==> src/cps_io_pkg.sv <==
// CPS1 I/O page package with register offsets and the cabinet input word layout
`default_nettype none

package cps_io_pkg;

    typedef logic [7:0] byte_t;

    // Register field, address bits 8..3
    localparam logic [5:0] REG_JOY    = 6'd0;
    localparam logic [5:0] REG_SYS    = 6'd3;
    localparam logic [5:0] REG_OLATCH = 6'd6;
    localparam logic [5:0] REG_SND0   = 6'd48;
    localparam logic [5:0] REG_SND1   = 6'd49;

    // Video processor block, top three register bits
    localparam logic [2:0] PPU_BLOCK = 3'b100;

    // System register select field, address bits 2..1
    localparam logic [1:0] SYS_SEL_CAB  = 2'd0;
    localparam logic [1:0] SYS_SEL_DIPA = 2'd1;
    localparam logic [1:0] SYS_SEL_DIPB = 2'd2;
    localparam logic [1:0] SYS_SEL_DIPC = 2'd3;

    // Unused low byte reads back as all ones
    localparam byte_t IO_FILL = 8'hff;

    // Cabinet word, high byte carries the switches
    function automatic logic [15:0] cab_word(input logic tilt, input logic test,
                                             input logic [1:0] start, input logic service,
                                             input logic [1:0] coin);
        return {tilt, test, start, 1'b1, service, coin, IO_FILL};
    endfunction

endpackage

`default_nettype wire

==> src/cps_bus_pkg.sv <==
// CPS1 main bus package with memory map regions, address views and bus word types
`default_nettype none

package cps_bus_pkg;

    // Bus widths fixed by the board memory map
    localparam int ADDR_W = 23;
    localparam int DATA_W = 16;

    // Word address, bit 0 is carried by the data strobes
    typedef logic [ADDR_W:1]   addr_t;
    typedef logic [DATA_W-1:0] data_t;
    typedef logic [2:0]        fc_t;

    // Same address word seen by the region decoder and by the I/O page decoder
    typedef union packed {
        struct packed {
            logic [5:0]  region;
            logic [1:0]  bank;
            logic [15:1] offset;
        } rgn;
        struct packed {
            logic [3:0]  page;
            logic [10:0] mid;
            logic [5:0]  regno;
            logic [1:0]  sel;
        } io;
    } cps_addr_u;

    // Region codes on address bits 23..18
    localparam logic [5:0] REGION_DBUS = 6'b000000;
    localparam logic [5:0] REGION_RAM  = 6'b111111;
    localparam logic [5:0] REGION_VRAM = 6'b100100;

    // Last VRAM bank is not populated
    localparam logic [1:0] VRAM_BANK_OFF = 2'b11;

    // I/O page on address bits 23..20
    localparam logic [3:0] IO_PAGE = 4'b1000;

    // Interrupt acknowledge function code
    localparam fc_t FC_INTACK = 3'b111;

endpackage

`default_nettype wire
==> src/cps_main.sv <==
// CPS1 main CPU bus glue top level tying decode, control, latches and read path
`default_nettype none

module cps_main
    import cps_bus_pkg::*;
    import cps_io_pkg::*;
(
    input  logic       clk,
    input  logic       rst,
    input  logic       cpu_cen,
    input  logic       lvbl,
    // Processor bus
    input  logic       as_n,
    input  logic       uds_n,
    input  logic       lds_n,
    input  logic       rnw,
    input  fc_t        fc,
    input  addr_t      addr,
    input  data_t      cpu_dout,
    output data_t      cpu_din,
    output logic       dtack_n,
    output logic       vpa_n,
    output logic       ipl1_n,
    // Memory side
    output logic       rom_cs,
    output logic       ram_cs,
    output logic       vram_cs,
    output logic       uds_w_n,
    output logic       lds_w_n,
    input  data_t      rom_data,
    input  logic       rom_ok,
    input  data_t      ram_data,
    input  logic       ram_ok,
    // Video and sound
    output logic       ppu1_cs,
    output logic       ppu_rst_n,
    output byte_t      snd0_latch,
    output byte_t      snd1_latch,
    // Cabinet
    input  byte_t      joystick1,
    input  byte_t      joystick2,
    input  logic [1:0] start_button,
    input  logic [1:0] coin_input,
    input  logic       service,
    input  logic       tilt,
    input  logic       dip_test,
    input  logic       dip_pause,
    input  byte_t      dipsw_a,
    input  byte_t      dipsw_b,
    input  byte_t      dipsw_c
);

    logic joy_cs;
    logic sys_cs;
    logic olatch_cs;
    logic snd0_cs;
    logic snd1_cs;
    logic one_wait;

    cps_addr_decode u_decode (
        .clk       (clk),
        .cpu_cen   (cpu_cen),
        .as_n      (as_n),
        .uds_n     (uds_n),
        .lds_n     (lds_n),
        .rnw       (rnw),
        .addr      (addr),
        .uds_w_n   (uds_w_n),
        .lds_w_n   (lds_w_n),
        .rom_cs    (rom_cs),
        .ram_cs    (ram_cs),
        .vram_cs   (vram_cs),
        .joy_cs    (joy_cs),
        .sys_cs    (sys_cs),
        .olatch_cs (olatch_cs),
        .snd0_cs   (snd0_cs),
        .snd1_cs   (snd1_cs),
        .ppu1_cs   (ppu1_cs),
        .one_wait  (one_wait)
    );

    cps_io_regs u_io_regs (
        .clk        (clk),
        .rst        (rst),
        .cpu_cen    (cpu_cen),
        .olatch_cs  (olatch_cs),
        .snd0_cs    (snd0_cs),
        .snd1_cs    (snd1_cs),
        .cpu_dout   (cpu_dout),
        .ppu_rst_n  (ppu_rst_n),
        .snd0_latch (snd0_latch),
        .snd1_latch (snd1_latch)
    );

    cps_bus_ctrl u_bus_ctrl (
        .clk       (clk),
        .rst       (rst),
        .cpu_cen   (cpu_cen),
        .as_n      (as_n),
        .fc        (fc),
        .rom_cs    (rom_cs),
        .ram_cs    (ram_cs),
        .vram_cs   (vram_cs),
        .rom_ok    (rom_ok),
        .ram_ok    (ram_ok),
        .one_wait  (one_wait),
        .lvbl      (lvbl),
        .dip_pause (dip_pause),
        .dtack_n   (dtack_n),
        .vpa_n     (vpa_n),
        .ipl1_n    (ipl1_n)
    );

    cps_read_return u_read_return (
        .clk          (clk),
        .cpu_cen      (cpu_cen),
        .addr         (addr),
        .joy_cs       (joy_cs),
        .sys_cs       (sys_cs),
        .rom_cs       (rom_cs),
        .ram_cs       (ram_cs),
        .vram_cs      (vram_cs),
        .rom_data     (rom_data),
        .ram_data     (ram_data),
        .joystick1    (joystick1),
        .joystick2    (joystick2),
        .start_button (start_button),
        .coin_input   (coin_input),
        .service      (service),
        .tilt         (tilt),
        .dip_test     (dip_test),
        .dipsw_a      (dipsw_a),
        .dipsw_b      (dipsw_b),
        .dipsw_c      (dipsw_c),
        .cpu_din      (cpu_din)
    );

endmodule

`default_nettype wire

==> src/cps_read_return.sv <==
// CPS1 read return with cabinet input capture and CPU read data selection
`default_nettype none

module cps_read_return
    import cps_bus_pkg::*;
    import cps_io_pkg::*;
(
    input  logic       clk,
    input  logic       cpu_cen,
    input  addr_t      addr,
    input  logic       joy_cs,
    input  logic       sys_cs,
    input  logic       rom_cs,
    input  logic       ram_cs,
    input  logic       vram_cs,
    input  data_t      rom_data,
    input  data_t      ram_data,
    input  byte_t      joystick1,
    input  byte_t      joystick2,
    input  logic [1:0] start_button,
    input  logic [1:0] coin_input,
    input  logic       service,
    input  logic       tilt,
    input  logic       dip_test,
    input  byte_t      dipsw_a,
    input  byte_t      dipsw_b,
    input  byte_t      dipsw_c,
    output data_t      cpu_din
);

    cps_addr_u av;
    data_t     cab_data;

    assign av = addr;

    // Input word captured while the register is being read
    always_ff @(posedge clk) begin
        if (cpu_cen) begin
            if (joy_cs) begin
                cab_data <= {joystick2, joystick1};
            end else if (sys_cs) begin
                case (av.io.sel)
                    SYS_SEL_CAB:  cab_data <= cab_word(tilt, dip_test, start_button,
                                                       service, coin_input);
                    SYS_SEL_DIPA: cab_data <= {dipsw_a, IO_FILL};
                    SYS_SEL_DIPB: cab_data <= {dipsw_b, IO_FILL};
                    SYS_SEL_DIPC: cab_data <= {dipsw_c, IO_FILL};
                endcase
            end
        end
    end

    // Open bus unless exactly one source is selected
    always_comb begin
        case ({joy_cs | sys_cs, ram_cs | vram_cs, rom_cs})
            3'b100:  cpu_din = cab_data;
            3'b010:  cpu_din = ram_data;
            3'b001:  cpu_din = rom_data;
            default: cpu_din = 16'hffff;
        endcase
    end

endmodule

`default_nettype wire

==> src/cps_bus_ctrl.sv <==
// CPS1 bus control with data acknowledge waits and vertical blank interrupt
`default_nettype none

module cps_bus_ctrl
    import cps_bus_pkg::*;
(
    input  logic clk,
    input  logic rst,
    input  logic cpu_cen,
    input  logic as_n,
    input  fc_t  fc,
    input  logic rom_cs,
    input  logic ram_cs,
    input  logic vram_cs,
    input  logic rom_ok,
    input  logic ram_ok,
    input  logic one_wait,
    input  logic lvbl,
    input  logic dip_pause,
    output logic dtack_n,
    output logic vpa_n,
    output logic ipl1_n
);

    logic [1:0] wait_cnt;
    logic       wait_busy;
    logic       mem_busy;
    logic       last_lvbl;

    // Counter reads 2'b11 at the start of a cycle and 2'b00 once the waits are done
    assign wait_busy = wait_cnt != 2'b00;

    // Memory not ready yet
    assign mem_busy = (rom_cs & ~rom_ok) | ((ram_cs | vram_cs) & ~ram_ok);

    always_ff @(posedge clk, posedge rst) begin
        if (rst) begin
            dtack_n  <= 1'b1;
            wait_cnt <= 2'b11;
        end else if (!as_n) begin
            if (cpu_cen) begin
                wait_cnt[1] <= 1'b0;
                // second wait only for the slow window
                wait_cnt[0] <= wait_cnt[1] & one_wait;
            end
            if (!wait_busy && !mem_busy) begin
                dtack_n <= 1'b0;
            end
        end else begin
            wait_cnt <= 2'b11;
            dtack_n  <= 1'b1;
        end
    end

    // Autovectored interrupt acknowledge
    assign vpa_n = ~(fc == FC_INTACK && !as_n);

    // Level 1 on the falling edge of vertical blank
    always_ff @(posedge clk, posedge rst) begin
        if (rst) begin
            ipl1_n    <= 1'b1;
            last_lvbl <= 1'b1;
        end else begin
            last_lvbl <= lvbl;
            if (!vpa_n) begin
                ipl1_n <= 1'b1;
            end else if (dip_pause && !lvbl && last_lvbl) begin
                ipl1_n <= 1'b0;
            end
        end
    end

endmodule

`default_nettype wire

==> src/cps_io_regs.sv <==
// CPS1 output latches for the sound commands and the video processor reset
`default_nettype none

module cps_io_regs
    import cps_bus_pkg::*;
(
    input  logic       clk,
    input  logic       rst,
    input  logic       cpu_cen,
    input  logic       olatch_cs,
    input  logic       snd0_cs,
    input  logic       snd1_cs,
    input  data_t      cpu_dout,
    output logic       ppu_rst_n,
    output logic [7:0] snd0_latch,
    output logic [7:0] snd1_latch
);

    // Video processor held in reset until the CPU releases it
    always_ff @(posedge clk, posedge rst) begin
        if (rst) begin
            ppu_rst_n <= 1'b0;
        end else if (cpu_cen && olatch_cs) begin
            ppu_rst_n <= ~cpu_dout[15];
        end
    end

    // Sound commands come on the low byte
    always_ff @(posedge clk, posedge rst) begin
        if (rst) begin
            snd0_latch <= 8'd0;
        end else if (cpu_cen && snd0_cs) begin
            snd0_latch <= cpu_dout[7:0];
        end
    end

    always_ff @(posedge clk, posedge rst) begin
        if (rst) begin
            snd1_latch <= 8'd0;
        end else if (cpu_cen && snd1_cs) begin
            snd1_latch <= cpu_dout[7:0];
        end
    end

endmodule

`default_nettype wire

==> src/cps_addr_decode.sv <==
// CPS1 address decoder producing memory, I/O register selects and wait class
`default_nettype none

module cps_addr_decode
    import cps_bus_pkg::*;
    import cps_io_pkg::*;
(
    input  logic  clk,
    input  logic  cpu_cen,
    input  logic  as_n,
    input  logic  uds_n,
    input  logic  lds_n,
    input  logic  rnw,
    input  addr_t addr,
    output logic  uds_w_n,
    output logic  lds_w_n,
    output logic  rom_cs,
    output logic  ram_cs,
    output logic  vram_cs,
    output logic  joy_cs,
    output logic  sys_cs,
    output logic  olatch_cs,
    output logic  snd0_cs,
    output logic  snd1_cs,
    output logic  ppu1_cs,
    output logic  one_wait
);

    cps_addr_u av;
    logic      io_cs;
    logic      pre_ram_cs;
    logic      pre_vram_cs;
    logic      reg_ram_cs;
    logic      reg_vram_cs;
    logic      wr_dly;

    assign av = addr;

    // Write strobes only exist on write cycles
    assign uds_w_n = rnw | uds_n;
    assign lds_w_n = rnw | lds_n;

    // Only the 0x400000 window is answered with a single wait
    assign one_wait = av.rgn.region[5] | ~av.rgn.region[4];

    always_comb begin
        rom_cs      = 1'b0;
        pre_ram_cs  = 1'b0;
        pre_vram_cs = 1'b0;
        io_cs       = 1'b0;
        joy_cs      = 1'b0;
        sys_cs      = 1'b0;
        olatch_cs   = 1'b0;
        snd0_cs     = 1'b0;
        snd1_cs     = 1'b0;
        ppu1_cs     = 1'b0;
        if (!as_n) begin
            // ROM window shares its top bits with the data bus region
            rom_cs      = av.rgn.region[5:4] == REGION_DBUS[5:4];
            pre_ram_cs  = av.rgn.region == REGION_RAM;
            pre_vram_cs = av.rgn.region == REGION_VRAM && av.rgn.bank != VRAM_BANK_OFF;
            io_cs       = av.io.page == IO_PAGE;
            if (io_cs) begin
                if (rnw) begin
                    joy_cs = av.io.regno == REG_JOY;
                    sys_cs = av.io.regno == REG_SYS;
                end else begin
                    olatch_cs = !uds_w_n && av.io.regno == REG_OLATCH;
                    snd0_cs   = !lds_w_n && av.io.regno == REG_SND0;
                    snd1_cs   = !lds_w_n && av.io.regno == REG_SND1;
                    ppu1_cs   = av.io.regno[5:3] == PPU_BLOCK;
                end
            end
        end
    end

    // Previous selects and write activity, sampled on the CPU enable
    always_ff @(posedge clk) begin
        if (cpu_cen) begin
            reg_ram_cs  <= pre_ram_cs;
            reg_vram_cs <= pre_vram_cs;
            wr_dly      <= ~(uds_w_n & lds_w_n);
        end
    end

    // Keep RAM selects steady right after a write so no read request slips out
    assign ram_cs  = wr_dly ? reg_ram_cs  : pre_ram_cs;
    assign vram_cs = wr_dly ? reg_vram_cs : pre_vram_cs;

endmodule

`default_nettype wire

==> config.mk <==
export PLATFORM = sky130hd
export DESIGN_NAME = cps_main
export DESIGN_NICKNAME = d
export VERILOG_FILES = /design/src/cps_io_pkg.sv /design/src/cps_bus_pkg.sv /design/src/cps_main.sv /design/src/cps_read_return.sv /design/src/cps_bus_ctrl.sv /design/src/cps_io_regs.sv /design/src/cps_addr_decode.sv
export SDC_FILE = /design/constraint.sdc
export NUM_CORES = 1
export LEC_CHECK = 0
export BUFFER_PORTS_ARGS = -buffer_cell sky130_fd_sc_hd__buf_2
export CORE_UTILIZATION = 44
export CTS_CLUSTER_SIZE = 10
export DETAILED_ROUTE_END_ITERATION = 10
export PLACE_DENSITY_LB_ADDON = 0.2
export SYNTH_ARGS = -nofsm -noshare
export SYNTH_HDL_FRONTEND = slang
export SYNTH_SLANG_ARGS = --single-unit
==> constraint.sdc <==
create_clock -name clk -period 2.4 [get_ports clk]
set_input_delay 0.12 -clock clk [delete_from_list [all_inputs] [get_ports clk]]
set_output_delay 0.12 -clock clk [all_outputs]
set_load 0.02 [all_outputs]
==> results of run 1 <==
[power groups by stage]
stage	combinational [W]	sequential, W	clock (W)
final	0.000312	0.000758	0.000420
after global routing	0.000341	0.000759	0.000461
after CTS	0.000313	0.000757	0.000438
after detailed placement	0.000307	0.000772	0
after global placement	0.000303	0.000772	0
after floorplan	0.000155	0.000777	0
[metrics by stage]
| stage | cell area (sq um) | total power [W] | std cells | util (%) |
|---|---|---|---|---|
| after global routing | 3338 | 0.001562 | 422 | 65.36 |
| after CTS | 3336 | 0.001508 | 422 | 65.31 |
| after floorplan | 2340 | 0.0009316 | 186 | - |
| after global placement | 3224 | 0.001075 | 411 | 63.13 |
| final | 3338 | 0.001490 | 422 | 65.36 |
| after detailed placement | 3224 | 0.001079 | 411 | 63.13 |
[cells in the mapped netlist, types with 3 or more instances]
| library cell | number |
|---|---|
| nor4_1 | 3 |
| o21a_1 | 17 |
| nand2_1 | 12 |
| buf_2 | 5 |
| o21ai_0 | 6 |
| o32a_1 | 16 |
| nor2_1 | 7 |
| edfxtp_1 | 19 |
| nand2b_1 | 10 |
| dfstp_2 | 5 |
| mux2_2 | 23 |
| mux4_2 | 7 |
| inv_1 | 5 |
| a21oi_1 | 3 |
| clkbuf_1 | 3 |
| dfrtp_1 | 17 |
[cell families after synthesis]
| kind of cell | Yosys count |
|---|---|
| mux | 32 |
| compound gates | 46 |
| xor+xnor | 1 |
| buf+inv | 15 |
| flops | 41 |
| simple gates | 51 |
[what timing repair did]
item	CTS	global route
hold buffers	3	0
endpoints found under the hold margin	19	0
setup endpoints to repair	0	16
gates resized for setup	0	1
[cell type report]
type	count	area (sq um)	area share, %
multi-input cells	130	1152	34.52
flip-flops and latches	41	1127	33.77
clock buffers	5	68.82	2.061
clock inverters	3	12.51	0.3748
well taps	70	87.58	2.624
repair buffers	168	870.8	26.09
inverters	5	18.77	0.5622
[metal layers]
layer	up-vias	GRT usage, %	share of wire, %
met4	0	8.176	1.5
met3	10	6.024	8.3
met5	-	0	0
met1	998	24.80	41
met2	91	35.54	49
li1	1055	-	-
[sequential cells by signal, indices dropped and copies added, names as in the netlist, 2 cells and up]
register,cells
u_read_return.cab_data,16
u_bus_ctrl.wait_cnt,2
u_io_regs.snd1_latch,8
u_io_regs.snd0_latch,8
[worst register-to-register path, cell delays in order, from the launching register on]
cell and delay [ns]:
edfxtp_1 0.43, o21ai_0 0.20, o21a_1 0.16, a31oi_2 0.22, nand2b_1 0.09, a21oi_1 0.15
[worst max-delay path by stage]
stage,cells after the start,to,slack [ns]
after floorplan,5,u_io_regs.snd1_latch[0]$_DFFE_PP0P_,0.65
after global placement,6,u_read_return.cab_data[10]$_DFFE_PP_,0.45
after detailed placement,6,u_read_return.cab_data[14]$_DFFE_PP_,0.40
after CTS,6,cpu_din[13],0.18
after global routing,7,cpu_din[10],0.07
final,7,cpu_din[13],0.20
==> summary.md, run 1 <==
| Metric | Value |
|---|---|
| Status | complete, no violations |
| # IOs | between 150 and 200 |
| Post-DR wirelength/cell | approximately 14 um |
| FF+latch count, synth | between 40 and 50 |
| WHS Path Cells | 3 |
| Commonest non-fill, non-tap cell in the layout | buf_2 |
| Final worst-path cycle share | between 90% and 100% |
| Initial antenna violation count | 0 |
| Ys flop type | edfxtp_1 |
| CP max stage delay | approximately 0.39 ns |
| Crit start category | register |
| Vias/cell | around 5.1 |
| Critical Path End Type | primary output |
| Gp weighted congestion | 0.8332 |
| Max_cap viols | 0 |
| Crit Path Category | reg2out |
| Syn_area_per_cell | roughly 13 sq um |
| Syn nets | approximately 320 |
| Reg2Reg Depth | 5 |
| DRT iter0 DRCs | 85 |
| Critical path's top delay family | compound AO/OA/AOI/OAI gates |
| Total length of routed wires | ~6000 um |
| Clock-pin slew on the worst setup and hold paths | 0.07 ns |
| Worst r2r dst | u_bus_ctrl.dtack_n$_DFFE_PP1P_ |
| Synth Area in Compound Gates | 15.72% |
| Post-Syn Area | between 0.002 and 0.0025 sq mm |
| Seq/Total Area, Yosys | slightly below 50% |
| Fillers | 467 |
| Net switching power | 0.0003867 W |
| Worst Setup Slack, final | between 0.2 and 0.25 ns |
| Flop2flop setup slack | ~1.1 ns |
| Starting Density | 45.81% |
| Simple-gate portion of the synthesized area | between 10 and 15% |
| IO Port Bufs | between 150 and 200 |
| Post-placement setup slack | roughly 0.40 ns |
| Logic pwr share | 20.9% |
| DRC | 0 |
| Ys async rst share | approximately 54% |
| DPL Wire Length | approximately 4700 um |
| Detail Route Antenna Nets | 0 |
| Area Growth Syn to Fin | 42.67% |
| Core area | 0.005107 sq mm |
| Die Height | 74.92 um |
| Worst-path cell chain | o21ai_0 -> o21a_1 -> a31oi_2 -> buf_4 -> o32a_1 -> o21a_1 -> buf_2 |
| Clock buffer count from CTS | 5 |
| First-pass GRT wire length | about 8600 um |
| Hold_ws | 0.06164 ns |
| Reg power frac | roughly half |
| Antenna Cells | 0 |
| Worst EP required | between 2 and 2.5 ns |
| F_max | 454.9 MHz |
| Share of the synthesized area in the top cell type | roughly a quarter |
| CTS tree | built |
| Area contributors post-synth | edfxtp_1 (24%), dfrtp_1 (18%), mux2_2 (11%) |
| Synth cell types | 36 |
| Ys Warns | 0 |
| Total global routing overflow | 0 |
| Hold Startpoint | ram_ok |
| Post-synthesis mux area share | a little under a fifth |
| Synth Area in Adders | 0% |
| Max IR drop VDD | approximately 400 uV |
| Final Hold Vio Count | 0 |
| Slew Viols, Final | 0 |
| Largest family of logic cells by synthesized area | multiplexers |
| Relative slew margins | a little under half |
| Minimum clock period | 2.198 ns |
| Root Driver | clkbuf_8 |
| Die area | approximately 0.0056 sq mm |
| Lkg Pwr | about 1.6 nW |
| CP max FO | 16 |
| Slew @ Worst Pin | between 0.7 and 0.8 ns |
| CTS H-tree lvls | 2 |
| Clock skew | between 0.005 and 0.006 ns |
| Sw Share | around 26% |
| Placement Rows | 26 |
| Die width | 74.92 um |
| Tot GR Track Use | 20.80% |
| Longest Clk Path Bufs | 2 |
| Cells after synthesis | between 150 and 200 |
| Clk Latency, worst-skew pair | slightly below 0.3 ns |
| Crit-path slowest cell | edfxtp_1 |
| Vias in the first global route | about 1900 |
| Router iterations before antenna repair | 4 |
| Fin nets | between 400 and 500 |
| Top cell by count, worst path | o21a_1 |
| Crit path launch | u_decode.reg_ram_cs$_DFFE_PP_ |
| Hold Path Class | in2reg |
| Clk network pwr share | between 20% and 30% |
| Synth Area in XOR/XNOR | less than 1% |
| Internal power | around 0.0011 W |
| Largest net degree at the start of global routing | 23 |
| Crit path DAT | between 2 and 2.5 ns |
| Post-CTS Setup Bufs | 0 |
| Clk sinks | 41 |
| Final setup viols | 0 |
| Layout cells sized above 1 | between 60 and 70% |
| Via count | around 2200 |
| Cell taking the most area after synthesis | edfxtp_1 |
| Setup_tns | 0 ns |
| Most frequent cells in the layout | buf_2 (159), mux2_2 (23), edfxtp_1 (19) |
| Number of synthesized flops with an enable pin | 19 |
| R2R Path Start | u_decode.wr_dly$_DFFE_PP_ |
| WP buf/inv | 2 |
| Hold endpoint | u_bus_ctrl.dtack_n$_DFFE_PP1P_ |
| RSZ-0062 raised after global routing | false |
| PwrDens | between 400 and 500 mW/mm^2 |
(Power assumes the default switching activity.)
==> inputs of run 2 (changes only) <==
--- a/config.mk
+++ b/config.mk
@@ -6,10 +6,13 @@
 export NUM_CORES = 1
 export LEC_CHECK = 0
 export BUFFER_PORTS_ARGS = -buffer_cell sky130_fd_sc_hd__buf_2
-export CORE_UTILIZATION = 44
+export CELL_PAD_IN_SITES_DETAIL_PLACEMENT = 0
+export CELL_PAD_IN_SITES_GLOBAL_PLACEMENT = 1
+export CORE_UTILIZATION = 31
 export CTS_CLUSTER_SIZE = 10
 export DETAILED_ROUTE_END_ITERATION = 10
 export PLACE_DENSITY_LB_ADDON = 0.2
+export SETUP_SLACK_MARGIN = 0.05
 export SYNTH_ARGS = -nofsm -noshare
 export SYNTH_HDL_FRONTEND = slang
 export SYNTH_SLANG_ARGS = --single-unit
==> run 2 against run 1 <==
Utilization decreased by 19 points. Worst hold slack got worse by 0.0092 ns. Sequential cell count unchanged. Final area increased by 1.9%. Setup slack improved by 0.011 ns. Global-route usage decreased by 5.2 points. Fmax increased by 0.52%. Via count decreased by 0.93%. Clock skew decreased by 0.0045 ns. Largest cell class unchanged.
==> summary.md, run 2 (same netlist as run 1, synthesis figures left out) <==
| Metric | Value |
|---|---|
| Post-placement setup slack | 0.3177 ns |
| Lkg Pwr | roughly 1.6 nW |
| IO Port Bufs | roughly 160 |
| DRC | 0 |
| Max reg flops | 16 |
| Initial antenna violation count | 0 |
| Final Hold Vio Count | 0 |
| Largest net degree at the start of global routing | 23 |
| Final worst-path cycle share | 91.12% |
| Clock buffer count from CTS | 5 |
| Clk sinks | between 40 and 50 |
| Worst EP required | ~2.3 ns |
| Area Growth Syn to Fin | 45.35% |
| Longest Clk Path Bufs | 2 |
| RSZ-0062 raised after global routing | false |
| Worst-path cell chain | o21ai_0 -> o21a_1 -> a31oi_2 -> buf_4 -> o32a_1 -> o21a_1 -> buf_2 |
| DRT iter0 DRCs | 26 |
| Vias in the first global route | about 2100 |
| Total length of routed wires | between 6000 and 7000 um |
| Clock-pin slew on the worst setup and hold paths | ~0.080 ns |
| Tot GR Track Use | ~16% |
| Core area | ~0.0073 sq mm |
| Fin area | about 0.0034 sq mm |
| Largest regs | u_read_return.cab_data: 16 flops, u_io_regs.snd0_latch: 8 flops, u_io_regs.snd1_latch: 8 flops |
| Placement Rows | 31 |
| Fillers | 732 |
| Slew Viols, Final | 0 |
| Most frequent cells in the layout | buf_2 (159), mux2_2 (23), edfxtp_1 (19) |
| Final setup viols | 0 |
| Multi-input gate area | between 0.001 and 0.0015 sq mm |
| Fin util | 46.64% |
| Commonest non-fill, non-tap cell in the layout | buf_2 |
| Die width | slightly below 90 um |
| Status | complete, no violations |
| CTS H-tree lvls | 2 |
| Layout cells sized above 1 | a little over 60% |
| PwrDens | roughly 450 mW/mm^2 |
| Crit path DAT | between 2 and 2.5 ns |
| Post-DR wirelength/cell | between 10 and 15 um |
| Router iterations before antenna repair | 4 |
| Fin nets | 485 |
| Biggest register | u_read_return.cab_data |
| Placed instance area | between 0.003 and 0.004 sq mm |
| Top cell by count, worst path | o21a_1 |
| Critical Path End Type | primary output |
| DPL Wire Length | around 5000 um |
| Hold Path Class | in2reg |
| Max_cap viols | 0 |
| Gp weighted congestion | ~0.7 |
| Via count | around 2100 |
| Vias/cell | roughly 4.7 |
| Slew @ Worst Pin | 0.8255 ns |
| Clock skew | around 0.0008 ns |
| Antenna Cells | 0 |
| Worst Setup Slack, final | between 0.2 and 0.25 ns |
| Die area | between 0.007 and 0.008 sq mm |
| Die Height | between 80 and 90 um |
| Total global routing overflow | 0 |
| First-pass GRT wire length | approximately 9400 um |
| F_max | ~460 MHz |
| Crit start category | register |
| Setup_tns | 0 ns |
| Relative slew margins | around 45% |
| Starting Density | 32.09% |
| Crit Path Category | reg2out |
| Clk Latency, worst-skew pair | 0.28 ns |
| Detail Route Antenna Nets | 0 |
| Root Driver | clkbuf_8 |
| # IOs | 174 |
| CP max FO | 10 |
| Crit-path slowest cell | edfxtp_1 |
| CP max stage delay | 0.39 ns |
| CTS tree | built |
| Register area | around 0.0011 sq mm |
| Minimum clock period | about 2.2 ns |
| Max IR drop VDD | ~280 uV |
run 2: changes by cell type in the layout (fill, tap and decap cells not counted), sizes merged:
cell,change
inv,+2
clkinv,-2
buf,+2
run 2: layout make-up:
| class | count | share of cell area [%] |
|---|---|---|
| multi-input cells | 130 | 33.89 |
| flip-flops and latches | 41 | 33.15 |
| repair buffers | 170 | 26.05 |
| well taps | 99 | 3.642 |
| clock buffers | 5 | 2.024 |
| clock inverters | 3 | 0.6990 |
| inverters | 5 | 0.5519 |
run 2: worst max-delay path, delay by kind of cell, from the launching register on:
kind	cells	cell delay [ns]
DFF	1	0.39
buffers and inverters	2	0.37
AOI/OAI and AO/OA	5	1.02
run 2: final timing paths:
path | startpoint | slack (ns) | endpoint | cells past startpoint
max in group asynchronous | rst | 1.35 | u_io_regs.ppu_rst_n$_DFFE_PP0P_ | 3
min reg2reg | u_bus_ctrl.ipl1_n$_DFFE_PP1P_ | 0.49 | u_bus_ctrl.ipl1_n$_DFFE_PP1P_ | 2
min in group asynchronous | rst | 0.53 | u_io_regs.snd1_latch[5]$_DFFE_PP0P_ | 3
max reg2reg | u_decode.wr_dly$_DFFE_PP_ | 0.89 | u_bus_ctrl.dtack_n$_DFFE_PP1P_ | 6
max | u_decode.reg_ram_cs$_DFFE_PP_ | 0.21 | cpu_din[2] | 7
min | ram_ok | 0.05 | u_bus_ctrl.dtack_n$_DFFE_PP1P_ | 3
run 2: layer usage:
metal  global-route usage [%]  vias up  routed length [um]  part of all wire (%)
met5                        0        -                   0                     0
met4                    3.959        0                  29                  0.46
met3                    3.451        2                 413                   6.6
met2                    27.20       78                3143                    50
met1                    19.64      999                2696                    43
li1                         -     1055                   -                     -
run 2: power breakdown:
part           internal (W)  switching (W)  total [W]
Combinational      0.000158       0.000155   0.000313
Sequential         0.000751     0.00000619   0.000757
Clock              0.000211       0.000266   0.000477
Total               0.00112       0.000427    0.00155
run 2: what timing repair did:
action	4_1_cts	5_1_grt
endpoints found under the hold margin	15	0
setup endpoints to repair	0	16
hold buffers	3	0
setup buffers	0	0
gates resized for setup	0	1
run 2: stage by stage:
| stage | power, W | hold WS, ns | instances |
|---|---|---|---|
| 2_1_floorplan | 0.0009316 | 0.1055 | 186 |
| 3_3_place_gp | 0.001079 | 0.2383 | 442 |
| 3_5_place_dp | 0.001084 | 0.2394 | 442 |
| 4_1_cts | 0.001573 | 0.04332 | 453 |
| 5_1_grt | 0.001623 | 0.05318 | 453 |
| 6_report | 0.001547 | 0.05249 | 453 |
==> inputs of run 3 (changes only) <==
--- a/config.mk
+++ b/config.mk
@@ -5,14 +5,15 @@
 export SDC_FILE = /design/constraint.sdc
 export NUM_CORES = 1
 export LEC_CHECK = 0
-export BUFFER_PORTS_ARGS = -buffer_cell sky130_fd_sc_hd__buf_2
 export CELL_PAD_IN_SITES_DETAIL_PLACEMENT = 0
 export CELL_PAD_IN_SITES_GLOBAL_PLACEMENT = 1
-export CORE_UTILIZATION = 31
+export CORE_UTILIZATION = 49
 export CTS_CLUSTER_SIZE = 10
 export DETAILED_ROUTE_END_ITERATION = 10
+export DONT_BUFFER_PORTS = 1
 export PLACE_DENSITY_LB_ADDON = 0.2
 export SETUP_SLACK_MARGIN = 0.05
+export SLEW_MARGIN = 20
 export SYNTH_ARGS = -nofsm -noshare
 export SYNTH_HDL_FRONTEND = slang
 export SYNTH_SLANG_ARGS = --single-unit
==> run 3 against run 2 <==
The run now ends with DRC left. Worst hold slack worse by 0.040 ns. Final area shrank 21%. Fmax up 0.82%. Highest routed layer unchanged.
==> summary.md, run 3 (same netlist as run 1, synthesis figures left out) <==
| Metric | Value |
|---|---|
| Lkg Pwr | 1.011 nW |
| Biggest register | u_read_return.cab_data |
| Top cell by count, worst path | o21a_1 |
| Crit. path cell count | 6 |
| Starting Density | 52.29% |
| F_max | 461.0 MHz |
| Final worst-path cycle share | between 90% and 100% |
| DPL Wire Length | between 4000 and 5000 um |
| Router iterations before antenna repair | 8 |
| Die area | between 0.005 and 0.006 sq mm |
| Final setup viols | 0 |
| Clock buffer count from CTS | 5 |
| First-pass GRT wire length | 8873 um |
| Max reg flops | 16 |
| Most frequent cells in the layout | mux2_2 (23), edfxtp_1 (19), dlygate4sd3_1 (18) |
| Vias in the first global route | ~1900 |
| Worst EP required | between 2 and 2.5 ns |
| Total global routing overflow | 0 |
| Crit start category | register |
| RSZ-0062 raised after global routing | false |
| Max IR drop VDD | approximately 490 uV |
| Slew @ Worst Pin | a little under 0.8 ns |
| R2R Path Start | u_decode.wr_dly$_DFFE_PP_ |
| CP max FO | 16 |
| Clk sinks | 41 |
| Placement Rows | 24 |
| Worst r2r dst | u_bus_ctrl.dtack_n$_DFFE_PP1P_ |
| Critical Path Sink | cpu_din[8] |
| Core area | about 0.0045 sq mm |
| Violated checks | DRC |
| Minimum clock period | 2.169 ns |
| Die Height | between 70 and 80 um |
| Root Driver | clkbuf_8 |
| Max_cap viols | 0 |
| Clock-pin slew on the worst setup and hold paths | around 0.080 ns |
| Detail Route Antenna Nets | 0 |
| PwrDens | 549.0 mW/mm^2 |
| Post-DR wirelength/cell | approximately 23 um |
| Crit path launch | u_decode.wr_dly$_DFFE_PP_ |
| Final Hold Vio Count | 0 |
| CP max stage delay | 0.44 ns |
| Antenna Cells | 0 |
| Clock skew | 0.001593 ns |
| Initial antenna violation count | 0 |
| Via count | between 1500 and 2000 |
| IO Port Bufs | 0 |
| Crit Path Category | reg2out |
| WP buf/inv | 1 |
| Critical path's top delay family | compound AO/OA/AOI/OAI gates |
| Fin nets | 338 |
| Worst-path cell chain | o21ai_0 -> o21a_1 -> a31oi_2 -> buf_4 -> o32a_1 -> o21a_1 |
| Total length of routed wires | ~5900 um |
| Slew Viols, Final | 0 |
| Tot Pwr | roughly 0.0015 W |
| Tot GR Track Use | around 23% |
| Status | finished with violations |
| CTS H-tree lvls | 2 |
| Layout cells sized above 1 | roughly 28% |
| Hold Path Class | in2reg |
| Relative slew margins | a little under half |
| Hold_ws | between 0.01 and 0.015 ns |
| DRC | 8 |
| Clk Latency, worst-skew pair | around 0.29 ns |
| Area Growth Syn to Fin | 14.97% |
| Crit-path slowest cell | edfxtp_1 |
| Reg2Reg Depth | 5 |
| Longest Clk Path Bufs | 2 |
| Flop2flop setup slack | roughly 1.0 ns |
| Die width | 71.10 um |
| Vias/cell | about 6.5 |
| DRT iter0 DRCs | around 120 |
| Commonest non-fill, non-tap cell in the layout | mux2_2 |
| Fillers | 367 |
| CTS tree | built |
| # IOs | around 170 |
| Crit path DAT | 2.05 ns |
| Setup_tns | 0 ns |
| Largest net degree at the start of global routing | 23 |
| Critical Path End Type | primary output |
| Largest regs | u_read_return.cab_data: 16 flops, u_io_regs.snd0_latch: 8 flops, u_io_regs.snd1_latch: 8 flops |
| Gp weighted congestion | between 0.7 and 0.8 |
## run 3: cell count changes in the layout (fill, tap and decap cells not counted), sizes merged
cell and change:
clkbuf +1, buf -162, dlygate4sd3 +15, inv -1
## run 3: worst register-to-register path: stages, from the launching register on
cell	delay, ns
edfxtp_1	0.44
o21ai_0	0.21
o21a_1	0.16
a31oi_2	0.25
nand2b_1	0.09
a21oi_1	0.15
## run 3: repair_timing
action | CTS | global route
hold buffers | 18 | 0
buffers inserted | 0 | 0
setup endpoints to repair | 0 | 16
gates resized for setup | 0 | 1
hold endpoints to repair | 46 | 0
## run 3: routing by layer
layer	wire [um]	global-route usage, %	up-vias	share of wire (%)
li1	-	-	770	-
met1	2178	26.20	821	37
met2	3225	44.12	96	55
met3	426	5.271	4	7.3
met4	37	5.333	0	0.63
met5	0	0	-	0
## run 3: power breakdown
group          switching (W)  leakage, nW  internal [W]  total [W]
clock network       0.000248       0.0569      0.000270   0.000518
registers          0.0000131        0.481      0.000752   0.000765
logic               0.000105        0.473     0.0000889   0.000194
## run 3: cell type report
type / instances / area (sq um) / share of cell area (%)
inverter: 5 / 18.77 / 0.6977
clock buffer: 6 / 93.84 / 3.488
multi-input combinational: 130 / 1152 / 42.84
sequential: 41 / 1127 / 41.91
timing repair buffer: 23 / 217.7 / 8.093
clock inverter: 2 / 15.01 / 0.5581
tap: 52 / 65.06 / 2.419
## run 3: worst min path at each step
stage | endpoint | slack [ns] | start | cells past startpoint
finish | u_io_regs.ppu_rst_n$_DFFE_PP0P_ | 0.01 | cpu_cen | 2
global route | u_read_return.cab_data[1]$_SDFFCE_PN1P_ | 0.006 | joystick1[1] | 1
CTS | u_io_regs.ppu_rst_n$_DFFE_PP0P_ | 0.002 | cpu_cen | 2
detailed placement | u_bus_ctrl.last_lvbl$_DFF_PP1_ | 0.12 | lvbl | 0
global placement | u_bus_ctrl.last_lvbl$_DFF_PP1_ | 0.12 | lvbl | 0
floorplan | u_io_regs.ppu_rst_n$_DFFE_PP0P_ | 0.11 | rst | 1
## run 3: through the flow
stage / cell area (sq um) / std cells / setup slack (ns) / util [%]
3_5_place_dp: 2399 / 233 / 0.4233 / 53.61
2_1_floorplan: 2340 / 186 / 0.6491 / -
4_1_cts: 2688 / 259 / 0.1562 / 60.07
6_report: 2690 / 259 / 0.2309 / 60.12
5_1_grt: 2690 / 259 / 0.07151 / 60.12
3_3_place_gp: 2399 / 233 / 0.4959 / 53.61
